===== src/unified_mem.hex =====
// One 16-bit word per line, word addresses 0 to 15 in order
// Word value is a5c0 + address * 0101
a5c0
a6c1
a7c2
a8c3
a9c4
aac5
abc6
acc7
adc8
aec9
afca
b0cb
b1cc
b2cd
b3ce
b4cf


===== src/cpu_pkg.sv =====
// CPU memory-side shared types
package cpu_pkg;

    parameter int data_w = 16;              // Data and address width

    typedef logic [3:0] reg_idx_t;          // Register file index

    ////////////////////////////////////////
    // Pipeline payloads
    ////////////////////////////////////////

    // Execute to memory
    typedef struct packed {
        logic              call;
        logic              reg_write;
        logic              mem_write;
        logic              mem_read;
        logic              mem_to_reg;
        reg_idx_t          reg_rd;
        logic [data_w-1:0] alu_result;
        logic [data_w-1:0] store_data;      // PC during call
        logic              ret_future;
        logic              halt;
    } ex_mem_t;

    // Memory to writeback
    typedef struct packed {
        logic              reg_write;
        logic              mem_to_reg;
        reg_idx_t          reg_rd;
        logic [data_w-1:0] alu_result;      // Stack adjusted
        logic              ret_future;
        logic              halt;
    } mem_wb_t;

    // Fetch request from the instruction side
    typedef struct packed {
        logic              valid;
        logic              rw;              // Set means write, ignored here
        logic [data_w-1:0] addr;            // Byte address
        logic [data_w-1:0] data;
    } refill_req_t;

endpackage


===== src/refill_if.sv =====
// Instruction refill link
`timescale 1ns/1ns

interface refill_if;

    logic                      req_valid;   // One cycle strobe
    logic [cpu_pkg::data_w-1:0] req_addr;   // Word address
    logic                      rdy;         // One cycle completion pulse
    logic [cpu_pkg::data_w-1:0] rdata;

    // Memory stage side
    modport requester (
        output req_valid,
        output req_addr,
        input  rdy,
        input  rdata
    );

    // Main memory side
    modport server (
        input  req_valid,
        input  req_addr,
        output rdy,
        output rdata
    );

endinterface


===== src/unified_mem.sv =====
// Fixed-latency main memory
`timescale 1ns/1ns

module unified_mem #(
    parameter int words   = 16,
    parameter int latency = 4
) (
    input  logic        clk,
    input  logic        rst_n,
    refill_if.server    refill
);

    localparam int idx_w = $clog2(words);
    localparam int cnt_w = $clog2(latency + 1);

    logic [cpu_pkg::data_w-1:0] mem [words];
    logic                       busy;
    logic [cnt_w-1:0]           count;
    logic [idx_w-1:0]           addr_q;
    logic                       done;

    // Image loaded at start of simulation
    initial begin
        $readmemh("/design/src/unified_mem.hex", mem);
    end

    assign done = busy && (count == '0);

    ////////////////////////////////////////
    // Request tracking
    ////////////////////////////////////////

    always_ff @(posedge clk) begin
        if (!rst_n) begin
            busy       <= 1'b0;
            count      <= '0;
            refill.rdy <= 1'b0;
        end else begin
            refill.rdy <= 1'b0;                 // Pulse lasts one cycle
            if (busy) begin
                if (done) begin
                    busy       <= 1'b0;
                    refill.rdy <= 1'b1;
                end else begin
                    count <= count - cnt_w'(1);
                end
            end else if (refill.req_valid) begin
                busy  <= 1'b1;
                count <= cnt_w'(latency - 1);   // Counted from the accept edge
            end
        end
    end

    ////////////////////////////////////////
    // Address latch and read data
    ////////////////////////////////////////

    always_ff @(posedge clk) begin
        if (!busy && refill.req_valid) begin
            addr_q <= refill.req_addr[idx_w-1:0];
        end
        if (done) begin
            refill.rdata <= mem[addr_q];
        end
    end

endmodule


===== src/flat_wrapper.sv =====
// flat-port wrapper written by rule: the top's interface ports become plain ports
module unified_mem_flat 
#(
    parameter int words   = 16,
    parameter int latency = 4
)
  (clk, rst_n, refill_req_valid, refill_req_addr, refill_rdy, refill_rdata);
  refill_if refill_i ();
  input  logic clk;
  input  logic rst_n;
  input wire logic [$bits(refill_i.req_valid)-1:0] refill_req_valid;
  input wire logic [$bits(refill_i.req_addr)-1:0] refill_req_addr;
  output wire logic [$bits(refill_i.rdy)-1:0] refill_rdy;
  output wire logic [$bits(refill_i.rdata)-1:0] refill_rdata;
  assign refill_i.req_valid = refill_req_valid;
  assign refill_i.req_addr = refill_req_addr;
  assign refill_rdy = refill_i.rdy;
  assign refill_rdata = refill_i.rdata;
  unified_mem #(.words(words), .latency(latency)) u_core (.clk(clk), .rst_n(rst_n), .refill(refill_i));
endmodule

===== config.mk =====
export PLATFORM = sky130hd
export DESIGN_NAME = unified_mem_flat
export DESIGN_NICKNAME = d
export VERILOG_FILES = /design/src/cpu_pkg.sv /design/src/refill_if.sv /design/src/unified_mem.sv /design/src/flat_wrapper.sv
export SDC_FILE = /design/constraint.sdc
export NUM_CORES = 1
export LEC_CHECK = 0
export ABC_AREA = 1
export BUFFER_PORTS_ARGS = -buffer_cell sky130_fd_sc_hd__buf_2
export CORE_AREA = 4 4 41 43
export DETAILED_ROUTE_END_ITERATION = 16
export DIE_AREA = 0 0 45 47
export MAX_ROUTING_LAYER = met4
export SYNTH_ARGS = -nofsm -noshare
export SYNTH_HDL_FRONTEND = slang
export SYNTH_SLANG_ARGS = --single-unit

===== constraint.sdc =====
create_clock -name clk -period 1.8 [get_ports clk]
set_input_delay 0.27 -clock clk [delete_from_list [all_inputs] [get_ports clk]]
set_output_delay 0.27 -clock clk [all_outputs]
set_load 0.01 [all_outputs]

==> metrics.txt <==
global routing usage summed across all routing layers 0.04657; first-pass GRT wire length 627 um; Data arrival, critical path 1.42 ns; average cell area after synthesis 7.618 um^2; number of standard cells after synthesis 45; Hold Path Class in2reg; Nets 73; synthesis-to-layout area growth -1.095%; number of max-cap violations 0; total power density per cell area 907.3 nW/um^2; share of the synthesized netlist area taken by xor and xnor gates 0; largest family of logic cells by synthesized area buffers and inverters; vertical die dimension 47 um; final instance area 339.1 um^2; number of H-tree levels 1; detail-routed via count per cell 3.394; placed instance area 312.8 um^2; number of inserted filler cells in the final layout 142; Period minus WS final 1.251 ns; R2R cell count 8; kind of capture point of the worst setup path flop; die area 2115 um^2; synthesized-area fraction occupied by adder cells 0.07299; standby leakage power 0.0001855 uW; multiplexer area fraction after synthesis 0; TritonCTS clock tree done; Reg2Reg Capture Point u_core.count[1]; classification of the worst setup path reg2reg; Ant. Diodes 0; Clk Latency, worst-skew pair 0.23 ns; slack of the worst reg-to-reg path 0.55 ns; gr ovfl total 0; share of cells above drive strength 1 0.1373; Yosys cell types 13; Max IR drop VDD 0.4038 mV; ports placed on the boundary 36; Peak Freq 799.2 MHz; final worst-path cycle share 0.6952; required arrival time at the worst endpoint 1.97 ns; count of hold-fix buffers inserted at cts 0; critical path fanouts, max 4; simple-gate share of the synthesized area 0.1423; cts bufs inserted 3; startpoint of the worst hold path rst_n; Final TNS setup 0 ns; sequential share of the synthesized area 0.2920; setup fix buffers added after clock tree synthesis 0; clock transition at the register clock pins on the worst setup and hold paths after CTS 0.04 ns; source of the worst register-to-register timing path u_core.count[0]; smallest setup slack after layout 0.5487 ns; startpoint type of the worst setup path flop; count of standard-cell rows 13; unrepaired setup endpoints after global routing false; number of global-route vias before repair 190; Synth Cell Area 342.8 um^2; maximum buffer depth of the clock tree 2; via count 224; final hold violation count 0; Initial Utilization 0.2635; horizontal die dimension 45 um; Pins Over Slew Limit 0; detailed router's first-iteration violation count 2; cell at the root of the clock tree sky130_fd_sc_hd__clkbuf_4; number of warnings printed during yosys synthesis 0; cts repair resizes 0; antenna violations before repair 0; number of remaining DRC errors 0; number of synthesized register bits 5; HPWL after detailed placement 389.6 um; final setup fails 0; Num Clock Sinks 5; area fraction in compound gates after synthesis 0.05474; area of the core 1301 um^2; largest net degree at the start of global routing 5; Buffers on Ports 3; launch point of the worst path u_core.count[0]; remaining number of nets flagged by the antenna check after routing 0; minimum setup slack after placement 0.5525 ns; Worst setup endpoint u_core.count[1]; first-pass iteration count of the detailed router 2; Final Routed Wirelength 417 um; maximum clock skew at final layout 0.001428 ns; outcome finished clean; last weighted congestion value of the routability-driven placer 0.6773; average detailed-routed wire length per instance 6.318 um
[cell families (layout without fill, tap and decap cells)]
kind of cell | after synthesis | after routing
other | 1 | 16
buffers and inverters | 23 | 14
AO/OA/AOI/OAI | 3 | 3
AND/OR/NAND/NOR | 11 | 11
adder cells (fa/ha/maj) | 2 | 2
flip-flops | 5 | 5
[layer usage]
layer,GRT usage,part of all wire,vias to the layer above
met5,-,0,-
met4,0.05263,0,0
met3,0.02299,0.11,0
met2,0.06780,0.53,11
met1,0.04110,0.36,95
li1,-,-,118
[worst min path at each step]
stage / endpoint / slack (ns) / cells after the start
floorplan: u_core.count[0] / 0.41 / 2
global placement: u_core.count[1] / 0.46 / 2
detailed placement: u_core.count[1] / 0.47 / 2
CTS: u_core.count[1] / 0.29 / 3
global route: u_core.count[1] / 0.32 / 3
finish: u_core.count[1] / 0.30 / 3
[power by group]
group,switching (uW),internal [uW],total [uW]
registers,4.44,121,126
clock network,39.9,83.4,123
logic,41.1,17.5,58.6
[Yosys cell counts]
cell type / instances / area share
sky130_fd_sc_hd__nand3_1: 2 / 0.029
sky130_fd_sc_hd__ha_1: 2 / 0.073
sky130_fd_sc_hd__a21oi_1: 1 / 0.015
sky130_fd_sc_hd__buf_4: 16 / 0.35
sky130_fd_sc_hd__conb_1: 1 / 0.011
sky130_fd_sc_hd__a21oi_2: 1 / 0.026
sky130_fd_sc_hd__nor3_1: 1 / 0.015
sky130_fd_sc_hd__nand2_1: 4 / 0.044
sky130_fd_sc_hd__nor2_1: 3 / 0.033
sky130_fd_sc_hd__inv_1: 7 / 0.077
sky130_fd_sc_hd__dfxtp_1: 5 / 0.29
sky130_fd_sc_hd__o21ai_0: 1 / 0.015
sky130_fd_sc_hd__nand3b_1: 1 / 0.022
[sequential cells by signal, summed over array words and instances, names as in the netlist]
register           count
u_core.count           3
u_core.busy            1
u_core.refill.rdy      1
[worst max-delay path, cell delays in order (launching register included)]
cell	delay (ns)
sky130_fd_sc_hd__dfxtp_1	0.32
sky130_fd_sc_hd__inv_1	0.06
sky130_fd_sc_hd__ha_1	0.19
sky130_fd_sc_hd__ha_1	0.17
sky130_fd_sc_hd__inv_1	0.10
sky130_fd_sc_hd__nand2_1	0.10
sky130_fd_sc_hd__nand2_1	0.09
sky130_fd_sc_hd__inv_1	0.06
sky130_fd_sc_hd__a21oi_2	0.10
[placed cells by master (no fill, tap or decap), drive strengths merged]
| master | count |
|---|---|
| inv | 7 |
| nand3b | 1 |
| buf | 3 |
| o21ai | 1 |
| a21oi | 2 |
| ha | 2 |
| nor2 | 3 |
| clkbuf | 4 |
| nor3 | 1 |
| dfxtp | 5 |
| nand3 | 2 |
| conb | 16 |
| nand2 | 4 |
[through the flow]
stage,utilization,std cells,hold WS [ns],total power (uW)
final,0.2606,66,0.3000,307.6
after global routing,0.2606,66,0.3164,332.1
after CTS,0.2606,66,0.2927,314.4
after detailed placement,0.2404,62,0.4660,186.6
after global placement,0.2404,62,0.4601,185.3
after floorplan,-,60,0.4057,201.1
[final cells by class]
class / instances / area, um^2 / area share
Multi-Input combinational cell: 32 / 152.6 / 0.4502
Sequential cell: 5 / 100.1 / 0.2952
Inverter: 7 / 26.28 / 0.07749
Clock buffer: 4 / 26.28 / 0.07749
Timing Repair Buffer: 3 / 15.01 / 0.04428
Tap cell: 15 / 18.77 / 0.05535
Note: power is estimated with default switching activity, not from simulation.
