--- src/cpu_pkg.sv ---
// CPU memory-side shared types
package cpu_pkg;

    parameter int data_w = 16;              // Data and address width

    typedef logic [3:0] reg_idx_t;          // Register file index

    ////////////////////////////////////////
    // Pipeline payloads
    ////////////////////////////////////////

    // Execute to memory
    typedef struct packed {
        logic              call;
        logic              reg_write;
        logic              mem_write;
        logic              mem_read;
        logic              mem_to_reg;
        reg_idx_t          reg_rd;
        logic [data_w-1:0] alu_result;
        logic [data_w-1:0] store_data;      // PC during call
        logic              ret_future;
        logic              halt;
    } ex_mem_t;

    // Memory to writeback
    typedef struct packed {
        logic              reg_write;
        logic              mem_to_reg;
        reg_idx_t          reg_rd;
        logic [data_w-1:0] alu_result;      // Stack adjusted
        logic              ret_future;
        logic              halt;
    } mem_wb_t;

    // Fetch request from the instruction side
    typedef struct packed {
        logic              valid;
        logic              rw;              // Set means write, ignored here
        logic [data_w-1:0] addr;            // Byte address
        logic [data_w-1:0] data;
    } refill_req_t;

endpackage

--- src/pipe_reg.sv ---
// Generic pipeline register
`timescale 1ns/1ns

module pipe_reg #(
    parameter type payload_t = logic
) (
    input  logic     clk,
    input  logic     rst_n,
    input  logic     in_valid,
    input  payload_t in_data,
    output logic     out_valid,
    output payload_t out_data
);

    // Valid bit is the only control state
    always_ff @(posedge clk) begin
        if (!rst_n) begin
            out_valid <= 1'b0;
        end else begin
            out_valid <= in_valid;
        end
    end

    // Payload follows every cycle
    always_ff @(posedge clk) begin
        out_data <= in_data;
    end

endmodule

--- src/writeback_stage.sv ---
// Writeback stage
`timescale 1ns/1ns

module writeback_stage (
    input  logic                       clk,
    input  logic                       rst_n,
    input  logic                       valid,
    input  cpu_pkg::mem_wb_t           next,
    input  logic [cpu_pkg::data_w-1:0] load_data,
    output logic                       wb_valid,
    output logic                       wb_reg_write,
    output cpu_pkg::reg_idx_t          wb_reg_rd,
    output logic [cpu_pkg::data_w-1:0] wb_data,
    output logic                       wb_ret,
    output logic                       halted
);

    cpu_pkg::mem_wb_t wb_q;
    logic             halt_q;

    // Mem/wb register
    pipe_reg #(
        .payload_t (cpu_pkg::mem_wb_t)
    ) u_mem_wb (
        .clk       (clk),
        .rst_n     (rst_n),
        .in_valid  (valid),
        .in_data   (next),
        .out_valid (wb_valid),
        .out_data  (wb_q)
    );

    // Sticky halt, set with the item that carries it
    always_ff @(posedge clk) begin
        if (!rst_n) begin
            halt_q <= 1'b0;
        end else if (valid && next.halt) begin
            halt_q <= 1'b1;
        end
    end

    assign halted       = halt_q;
    assign wb_reg_write = wb_valid & wb_q.reg_write & ~halt_q;  // Frozen after halt
    assign wb_reg_rd    = wb_q.reg_rd;
    assign wb_ret       = wb_valid & wb_q.ret_future;

    // Load word or adjusted ALU result
    assign wb_data = wb_q.mem_to_reg ? load_data : wb_q.alu_result;

endmodule

--- config.mk ---
export PLATFORM = sky130hd
export DESIGN_NAME = writeback_stage
export DESIGN_NICKNAME = d
export VERILOG_FILES = /design/src/cpu_pkg.sv /design/src/pipe_reg.sv /design/src/writeback_stage.sv
export SDC_FILE = /design/constraint.sdc
export NUM_CORES = 1
export LEC_CHECK = 0
export BUFFER_PORTS_ARGS = -buffer_cell sky130_fd_sc_hd__clkbuf_2
export CAP_MARGIN = 15
export CORE_ASPECT_RATIO = 1.75
export CORE_MARGIN = 2
export CORE_UTILIZATION = 29
export CTS_BUF_LIST = sky130_fd_sc_hd__clkbuf_8
export CTS_CLUSTER_DIAMETER = 50
export DETAILED_ROUTE_END_ITERATION = 10
export MAX_ROUTING_LAYER = met4
export SYNTH_ARGS = -nofsm -noshare
export SYNTH_HDL_FRONTEND = slang
export SYNTH_SLANG_ARGS = --single-unit
export TNS_END_PERCENT = 20
--- constraint.sdc ---
create_clock -name clk -period 1.18 [get_ports clk]
set_clock_uncertainty 0.1 [all_clocks]
set_input_delay 0.059 -clock clk [delete_from_list [all_inputs] [get_ports clk]]
set_output_delay 0.059 -clock clk [all_outputs]
set_load 0.02 [all_outputs]
==> flow_summary.json <==
{
  "grt_setup_unrepaired": "yes",
  "data_arrival_time_of_the_critical_path_ns": 1.24,
  "powerDensity_nw_per_um2": 1140,
  "route.vias.total": 744,
  "power.switching_fraction_pct": 24.0,
  "initial_antenna_violation_count": 0,
  "timing.critical_path.depth": 3,
  "preCtsSetupSlack_ns": 0.0119,
  "grt_start_max_net_pins": 15,
  "grt_pass1_wl_um": 3510,
  "final-instance-count-excl-fill": 173,
  "setup_viol_count_final": 16,
  "cts_root_buffer": "sky130_fd_sc_hd__clkbuf_8",
  "final.period_utilization_pct": 119,
  "grt_pass1_vias": 866,
  "clock_power_share_pct": 26.6,
  "grt_usage_pct": 15.8,
  "period_needed_ns": 1.40,
  "clock_sinks": 25,
  "syn2layout_area_growth_pct": 101,
  "critical_path.startpoint_type": "register",
  "initial_utilization_pct": 30.1,
  "num-nets-final": 190,
  "rows": 25,
  "fraction_of_registers_with_async_set_reset_pct": 0,
  "tritoncts": "yes",
  "timing_worst_slew_pin_value_ns": 0.137,
  "die_y_um": 73.9,
  "post_route_cells_drive_above_1_share_pct": 62.3,
  "diodes": 0,
  "cp_num_buf_inv": 2,
  "stdcell_area_um2": 1630,
  "clock_latency_ns": 0.26,
  "synth_sequential_area_ratio_pct": 61.7,
  "slowest_delay_ns": 0.40,
  "crit_start": "u_mem_wb.out_data[22]$_DFF_P_",
  "finalHoldViolCount": 0,
  "number_of_max_cap_violations": 0,
  "post_layout_util_pct": 60.6,
  "grt_remaining_overflow": 0,
  "post_cts_setup_inserts": 0,
  "synth.most_common_cell": "sky130_fd_sc_hd__dfxtp_1",
  "mappedNetlistNets": 96,
  "placed_cells_incl_taps": 142,
  "synth_area_leaders": "sky130_fd_sc_hd__dfxtp_1 62%, sky130_fd_sc_hd__mux2_4 19%, sky130_fd_sc_hd__mux2_2 8.3%",
  "syn_area_per_cell_um2": 15.3,
  "worst-r2r-setup-slack_ns": 0.44,
  "h-tree-depth": 1,
  "detail_route.drc_violations": 0,
  "postSynthRegisterBits": 25,
  "finalWorstSetupSlack_ns": -0.219,
  "dpl_cell_area_um2": 1140,
  "mappedNetlistArea_um2": 811,
  "critical_path.reg2reg.endpoint": "halted$_SDFFE_PN0P_",
  "fmax_ghz": 0.715,
  "failed_checks": "negative setup slack",
  "vdd_drop_max_uv": 754,
  "run_status": "finished, violations left",
  "switching_power_total_w": 0.000446,
  "netlist.area_leader.share_pct": 61.7,
  "yosys.cell_types.count": 11,
  "place.port_buffers": 66,
  "synth_flop_cell": "sky130_fd_sc_hd__dfxtp_1",
  "dieWidth_um": 44.0,
  "internal-power_w": 0.00141,
  "detail_route.wl_per_cell_um": 12.9,
  "dp_hpwl_um": 1430,
  "r2r_start": "halted$_SDFFE_PN0P_",
  "critical_path_class": "reg -> out",
  "totalWireLength_um": 2240,
  "critPathTopFamily": "flip-flops",
  "synthCells": 53,
  "leakagePower_nw": 0.832,
  "fillerInstances": 223,
  "hold_ws_ns": 0.323,
  "floorplan.core_area_um2": 2690,
  "p_comb_share_pct": 24.6,
  "detail-route-antenna-nets": 0,
  "yosysWarningCount": 0,
  "finalWeightedCongestion": 0.688,
  "timing.critical_path.to": "wb_data[1]",
  "synthDominantAreaCellType": "sky130_fd_sc_hd__dfxtp_1",
  "vias_cell": 4.30,
  "die-area_um2": 3250,
  "floorplan.io_pins": 67,
  "cts_made_buffers": 3,
  "synthTopCellsByCount": "25 x sky130_fd_sc_hd__dfxtp_1, 10 x sky130_fd_sc_hd__mux2_4, 6 x sky130_fd_sc_hd__mux2_2",
  "final_max_slew_viol_count": 0,
  "synth-edff-count": 0,
  "slew_headroom_pct": 90.9,
  "rr_worst_depth": 2,
  "clk_pin_slew_ns": 0.08,
  "detailedRoute.firstIterationViolations": 4,
  "crit_path_max_fanout": 4,
  "worst-endpoint-required_ns": 1.02,
  "ctsLongestPathBuffers": 2,
  "hold_path.class": "in -> reg",
  "critPathSlowestCell": "sky130_fd_sc_hd__dfxtp_4",
  "seqPwrFrac_pct": 48.8,
  "critical_path_cell_by_cell": "buf_6, mux2_4, buf_8",
  "drtPass1Iterations": 2,
  "worstSetupEndpointType": "output port"
}
-- layout make-up --
cell class                      count  area, µm²  share of cell area, %
Sequential cell                    25        504                   30.9
Clock buffer                        3       41.3                   2.53
Clock inverter                      1       5.00                  0.307
Timing Repair Buffer               95        772                   47.4
Tap cell                           27       33.8                   2.07
Multi-Input combinational cell     22        274                   16.8
-- cells by family (layout without fill, tap and decap cells) --
logic type,Yosys count,count (layout),synth area share (%)
multiplexers,16,16,26.9
flip-flops,25,25,61.7
AO/OA/AOI/OAI,1,1,0.617
buffers and inverters,6,99,7.56
AND/OR/NAND/NOR,5,5,3.24
-- state kept, by name (all words and copies together) (netlist names) --
| signal | count |
|---|---|
| u_mem_wb.out_valid | 1 |
| halted | 1 |
| u_mem_wb.out_data | 23 |
-- layout by cell type, fill, tap and decap left out, types with 2 or more instances in the layout --
cell type,netlist,final
sky130_fd_sc_hd__buf_6,1,9
sky130_fd_sc_hd__buf_8,0,7
sky130_fd_sc_hd__clkbuf_8,0,3
sky130_fd_sc_hd__mux2_4,10,16
sky130_fd_sc_hd__and2_1,2,2
sky130_fd_sc_hd__dlygate4sd3_1,0,26
sky130_fd_sc_hd__dfxtp_1,25,24
sky130_fd_sc_hd__clkbuf_2,0,50
-- routing by layer --
layer | routed length [µm] | global-route usage (%) | up-vias
met3 | 161 | 2.67 | 4
met4 | 34 | 9.09 | 0
met5 | 0 | - | -
met2 | 1420 | 31.9 | 44
met1 | 622 | 12.0 | 336
li1 | - | - | 360
-- how the worst min path moves through the flow --
stage             start                            end  slack [ns]  cells after the start
6_report        next[1]   u_mem_wb.out_data[1]$_DFF_P_        0.32                      2
5_1_grt         next[8]   u_mem_wb.out_data[8]$_DFF_P_        0.32                      2
4_1_cts         next[1]   u_mem_wb.out_data[1]$_DFF_P_        0.32                      2
3_5_place_dp    next[8]   u_mem_wb.out_data[8]$_DFF_P_        0.06                      1
3_3_place_gp   next[19]  u_mem_wb.out_data[19]$_DFF_P_        0.06                      1
2_1_floorplan  next[10]  u_mem_wb.out_data[10]$_DFF_P_       -0.01                      0
-- worst register-to-register path, stage by stage, from the launching register on --
cell	delay, ns
sky130_fd_sc_hd__dfxtp_1	0.34
sky130_fd_sc_hd__a21oi_1	0.13
sky130_fd_sc_hd__nor2b_1	0.07
-- through the flow --
stage | total power [W] | TNS (ns)
floorplan | 0.00110 | 0
global placement | 0.00121 | 0
detailed placement | 0.00121 | 0
CTS | 0.00184 | -3.85
global route | 0.00195 | -4.16
finish | 0.00186 | -3.37
-- power by group through the flow --
| stage | registers, W | clock network [W] | logic [W] |
|---|---|---|---|
| final | 0.000907 | 0.000495 | 0.000457 |
| after global placement | 0.000922 | 0 | 0.000283 |
| after global routing | 0.000912 | 0.000555 | 0.000485 |
| after CTS | 0.000908 | 0.000518 | 0.000411 |
| after detailed placement | 0.000925 | 0 | 0.000289 |
| after floorplan | 0.000924 | 0 | 0.000174 |
-- timing repair --
action | in CTS | in global routing
hold buffers | 26 | 0
setup endpoints to repair | 16 | 17
hold endpoints to repair | 25 | 0
resized for setup | 24 | 34
gates cloned | 1 | 0
Power figures use the tool's default switching activity.
