[config.mk]
export PLATFORM = sky130hd
export DESIGN_NAME = mem_stage_flat
export DESIGN_NICKNAME = d
export VERILOG_FILES = /design/src/cpu_pkg.sv /design/src/refill_if.sv /design/src/data_memory.sv /design/src/mem_stage.sv /design/src/flat_wrapper.sv
export SDC_FILE = /design/constraint.sdc
export NUM_CORES = 2
export LEC_CHECK = 0
export BUFFER_PORTS_ARGS = -buffer_cell sky130_fd_sc_hd__buf_2
export CAP_MARGIN = 20
export CORE_MARGIN = 5
export CORE_UTILIZATION = 40
export CTS_CLUSTER_DIAMETER = 50
export CTS_CLUSTER_SIZE = 40
export DETAILED_ROUTE_END_ITERATION = 10
export PLACE_DENSITY = 0.58
export REMOVE_ABC_BUFFERS = 1
export SLEW_MARGIN = 20
export SYNTH_ARGS = -nofsm -noshare
export SYNTH_HDL_FRONTEND = slang
export SYNTH_HIERARCHICAL = 1
export SYNTH_SLANG_ARGS = --single-unit
[constraint.sdc]
create_clock -name clk -period 24 [get_ports clk]
set_input_delay 2.4 -clock clk [delete_from_list [all_inputs] [get_ports clk]]
set_output_delay 2.4 -clock clk [all_outputs]
set_load 0.02 [all_outputs]
[src/cpu_pkg.sv]
// CPU memory-side shared types
package cpu_pkg;

    parameter int data_w = 16;              // Data and address width

    typedef logic [3:0] reg_idx_t;          // Register file index

    ////////////////////////////////////////
    // Pipeline payloads
    ////////////////////////////////////////

    // Execute to memory
    typedef struct packed {
        logic              call;
        logic              reg_write;
        logic              mem_write;
        logic              mem_read;
        logic              mem_to_reg;
        reg_idx_t          reg_rd;
        logic [data_w-1:0] alu_result;
        logic [data_w-1:0] store_data;      // PC during call
        logic              ret_future;
        logic              halt;
    } ex_mem_t;

    // Memory to writeback
    typedef struct packed {
        logic              reg_write;
        logic              mem_to_reg;
        reg_idx_t          reg_rd;
        logic [data_w-1:0] alu_result;      // Stack adjusted
        logic              ret_future;
        logic              halt;
    } mem_wb_t;

    // Fetch request from the instruction side
    typedef struct packed {
        logic              valid;
        logic              rw;              // Set means write, ignored here
        logic [data_w-1:0] addr;            // Byte address
        logic [data_w-1:0] data;
    } refill_req_t;

endpackage

[src/refill_if.sv]
// Instruction refill link
`timescale 1ns/1ns

interface refill_if;

    logic                      req_valid;   // One cycle strobe
    logic [cpu_pkg::data_w-1:0] req_addr;   // Word address
    logic                      rdy;         // One cycle completion pulse
    logic [cpu_pkg::data_w-1:0] rdata;

    // Memory stage side
    modport requester (
        output req_valid,
        output req_addr,
        input  rdy,
        input  rdata
    );

    // Main memory side
    modport server (
        input  req_valid,
        input  req_addr,
        output rdy,
        output rdata
    );

endinterface

[src/data_memory.sv]
// Word-addressed data RAM
`timescale 1ns/1ns

module data_memory #(
    parameter int words = 256
) (
    input  logic                       clk,
    input  logic [cpu_pkg::data_w-1:0] addr,
    input  logic                       re,
    input  logic                       we,
    input  logic [cpu_pkg::data_w-1:0] wdata,
    output logic [cpu_pkg::data_w-1:0] rdata
);

    localparam int idx_w = $clog2(words);

    logic [cpu_pkg::data_w-1:0] mem [words];
    logic [idx_w-1:0]           idx;

    assign idx = addr[idx_w-1:0];   // Upper address bits wrap

    // Write port
    always_ff @(posedge clk) begin
        if (we) begin
            mem[idx] <= wdata;
        end
    end

    // Registered read, holds last word when idle
    always_ff @(posedge clk) begin
        if (re) begin
            rdata <= mem[idx];
        end
    end

endmodule

[src/mem_stage.sv]
// Memory access stage
`timescale 1ns/1ns

module mem_stage #(
    parameter int dmem_words = 256
) (
    input  logic                        clk,
    input  logic                        ex_valid,
    input  cpu_pkg::ex_mem_t            ex,
    input  cpu_pkg::refill_req_t        fetch_req,
    output logic                        wb_valid_d,
    output cpu_pkg::mem_wb_t            wb_next,
    output logic [cpu_pkg::data_w-1:0]  load_data,
    refill_if.requester                 refill
);

    logic [cpu_pkg::data_w-1:0] mem_addr;
    logic [cpu_pkg::data_w-1:0] mem_wdata;
    logic [cpu_pkg::data_w-1:0] result;
    logic                       mem_re;
    logic                       mem_we;

    ////////////////////////////////////////
    // Stack pointer adjust
    ////////////////////////////////////////

    always_comb begin
        if (ex.call) begin
            mem_addr  = ex.alu_result;
            mem_wdata = ex.store_data + 16'd2;  // Return past the call word
            result    = ex.alu_result - 16'd1;  // Push grows down
        end else if (ex.ret_future) begin
            mem_addr  = ex.alu_result + 16'd1;  // Pop from slot above
            mem_wdata = ex.store_data;
            result    = ex.alu_result + 16'd1;
        end else begin
            mem_addr  = ex.alu_result;
            mem_wdata = ex.store_data;
            result    = ex.alu_result;
        end
    end

    // Bubbles must not touch memory
    assign mem_re = ex_valid & ex.mem_read;
    assign mem_we = ex_valid & ex.mem_write;

    data_memory #(
        .words (dmem_words)
    ) u_dmem (
        .clk   (clk),
        .addr  (mem_addr),
        .re    (mem_re),
        .we    (mem_we),
        .wdata (mem_wdata),
        .rdata (load_data)
    );

    // Next stage payload
    assign wb_valid_d         = ex_valid;
    assign wb_next.reg_write  = ex.reg_write;
    assign wb_next.mem_to_reg = ex.mem_to_reg;
    assign wb_next.reg_rd     = ex.reg_rd;
    assign wb_next.alu_result = result;
    assign wb_next.ret_future = ex.ret_future;
    assign wb_next.halt       = ex.halt;

    ////////////////////////////////////////
    // Instruction refill request
    ////////////////////////////////////////

    // Reads only; memory is not writable from here
    assign refill.req_valid = fetch_req.valid & ~fetch_req.rw;
    assign refill.req_addr  = {1'b0, fetch_req.addr[cpu_pkg::data_w-1:1]};  // Byte to word

endmodule

[src/flat_wrapper.sv]
// flat-port wrapper written by rule: the top's interface ports become plain ports
module mem_stage_flat 
#(
    parameter int dmem_words = 256
)
  (clk, ex_valid, ex, fetch_req, wb_valid_d, wb_next, load_data, refill_req_valid, refill_req_addr, refill_rdy, refill_rdata);
  refill_if refill_i ();
  input  logic clk;
  input  logic ex_valid;
  input  cpu_pkg::ex_mem_t ex;
  input  cpu_pkg::refill_req_t fetch_req;
  output logic wb_valid_d;
  output cpu_pkg::mem_wb_t wb_next;
  output logic [cpu_pkg::data_w-1:0] load_data;
  output wire logic [$bits(refill_i.req_valid)-1:0] refill_req_valid;
  output wire logic [$bits(refill_i.req_addr)-1:0] refill_req_addr;
  input wire logic [$bits(refill_i.rdy)-1:0] refill_rdy;
  input wire logic [$bits(refill_i.rdata)-1:0] refill_rdata;
  assign refill_req_valid = refill_i.req_valid;
  assign refill_req_addr = refill_i.req_addr;
  assign refill_i.rdy = refill_rdy;
  assign refill_i.rdata = refill_rdata;
  mem_stage #(.dmem_words(dmem_words)) u_core (.clk(clk), .ex_valid(ex_valid), .ex(ex), .fetch_req(fetch_req), .wb_valid_d(wb_valid_d), .wb_next(wb_next), .load_data(load_data), .refill(refill_i));
endmodule
==> key figures <==
Final layout
  – Fraction of final layout cells sized beyond drive strength 1: 30.9%
  – Multi-input gate area: 0.0319 mm^2
  – Nets@finish: 7375
  – Layout fillers: 32200
  – Register Area: between 0.1 and 0.15 mm^2
  – Area growth syn-to-layout: 14.9%

STA
  – Setup_tns: 0 ps
  – Max-slew violation count: 0
  – Setup violators final: 0
  – Fmax: 105 MHz
  – Clock skew: approximately 45 ps
  – Post-layout minimum cycle time: 9490 ps
  – RSZ-0062 raised after global routing: no
  – Final period util: about two fifths
  – Final hold vios: 0
  – Worst slew pin tran: 1250 ps
  – Slew HR: between 10% and 20%

Global route
  – Global-route wire length before repair: 568000 um
  – Grt ovf: 0
  – Vias in the first global route: 74700
  – Largest net degree at the start of global routing: 193
  – Initial antenna violation count: 11
  – GRT Resource Usage Total: between 15 and 20%

Worst setup path
  – Req. time, crit path: ~25000 ps
  – Critical Path AT: about 10000 ps
  – CP startpoint kind: primary input
  – Crit Path Category: in -> reg
  – Crit Path Max Fanout: 40
  – Critical Path Sink Type: flip-flop

Placed design
  – Routability cong.: roughly 0.80
  – Number of I/O port buffers: 74
  – Detailed placement HPWL: 220000 um

Drt
  – Total wire length: 400000 um
  – 1st-iter DRT viols: 8196
  – Mean routed wirelength per cell: 31.1 um
  – Vias: 74700
  – Antenna Nets Post-Route: 0
  – Drt via density: 5.81
  – DRT Pass-1 Iters: 8
  – DRC viols: 0

Clocking
  – Clock Path Buffers: 4
  – Total CTS buffers: roughly 410
  – CTS tree: built
  – Clock slew at reported path FFs: 80 ps
  – Hold_buf cts: 0
  – Post-CTS Resized: 0
  – Worst skew pair latency: 960 ps
  – H-tree depth: 5
  – Post-CTS setup buffer count: 0
  – Clk root buf: clkbuf_16
  – CTS sink cnt: 4112

Floorplanning
  – Die width: 636 um
  – Die Area: around 0.40 mm^2
  – I/O Pins: 154
  – Core area: slightly below 0.4 mm^2
  – Die Y-Extent: approximately 640 um
  – Initial core utilization: 40.2%
  – Site row count: approximately 230

Outcome
  – Status: finished clean

Synthesis
  – Syn avg cell area: 22.8 um^2
  – Cells after synthesis: 6879
  – Number of synthesis warnings: 6
  – Synth Cell Area: 0.157 mm^2

Power
  – LEAKAGE: 55.0 nW
  – Overall Power: 0.0157 W
  – VDD IR max: 0.000100 V
  – Pwr Density: 87.3 mW/mm^2

Run
  – Max Cap Viol: 0

Worst hold path
  – Min-delay worst type: reg -> reg
-- report_power, final --
group | leakage (nW) | switching [W] | internal [W] | total (W)
sequential | 37.0 | 0.00000601 | 0.00794 | 0.00795
combinational | 11.0 | 0.000651 | 0.000379 | 0.00103
clock | 7.02 | 0.00303 | 0.00371 | 0.00673
-- worst paths after layout --
path / startpoint / endpoint / slack, ps / cells after the start
setup / recovery: ex[42] / u_core/u_dmem/rdata[5] / 14510 / 14
hold / removal: u_core/u_dmem/mem[50][13] / u_core/u_dmem/rdata[13] / 1040 / 5
setup reg to reg: u_core/u_dmem/mem[175][10] / u_core/u_dmem/rdata[10] / 20790 / 5
hold reg to reg: u_core/u_dmem/mem[50][13] / u_core/u_dmem/rdata[13] / 1040 / 5
-- sequential cells by signal (all words and copies together) (netlist names) --
signal / flops
u_core/u_dmem/mem: 4096
u_core/u_dmem/rdata: 16
-- critical path, cell delays in order --
cell and delay, ps:
buf_2 490, nor2b_1 250, xnor2_2 340, buf_4 330
buf_4 700, buf_4 780, buf_4 760, buf_4 750
buf_4 730, mux4_2 590, a22oi_1 340, a21oi_1 200
o41ai_2 1110, nand4_1 170
-- metrics by stage --
| step | std cells | hold WS [ps] | instance area, um^2 | utilization (%) | setup WS, ps |
|---|---|---|---|---|---|
| floorplan | 6424 | 896 | 154000 | - | -92650 |
| global placement | 12100 | 1010 | 165000 | 42.4 | 13150 |
| detailed placement | 12100 | 1010 | 165000 | 42.4 | 13120 |
| CTS | 12800 | 1030 | 180000 | 46.1 | 14190 |
| global route | 12900 | 1060 | 180000 | 46.2 | 13790 |
| finish | 12900 | 1040 | 180000 | 46.2 | 14510 |
-- layout by cell type (no fill, tap or decap), types with 30 or more instances in the layout --
master and instances:
edfxtp_1 4112, mux4_2 1024, a22oi_1 512, clkbuf_16 424, buf_4 325, a21oi_1 259, nor2_1 197, inv_6 91
buf_2 73, inv_8 51, clkinv_4 45, diode_2 34, o41ai_1 34, nand2_1 33, nor2_2 32, clkinv_8 31
clkinvlp_4 30, bufinv_16 30
-- routing by layer --
metal / global-route usage, % / share of wire [%] / vias up
li1: - / - / 30500
met1: 27.3 / 41 / 40600
met2: 31.2 / 49 / 3052
met3: 3.41 / 7.8 / 574
met4: 5.94 / 3.1 / 0
met5: 0 / 0 / -
-- area by class of cell --
class	count	share of cell area, %
clock buffers	447	5.94
flip-flops and latches	4112	68.6
diodes	34	0.0473
multi-input cells	2308	17.7
well taps	5197	3.61
inverters	4	0.00834
repair buffers	438	1.97
clock inverters	330	2.10
Note: power is estimated with default switching activity, not from simulation.
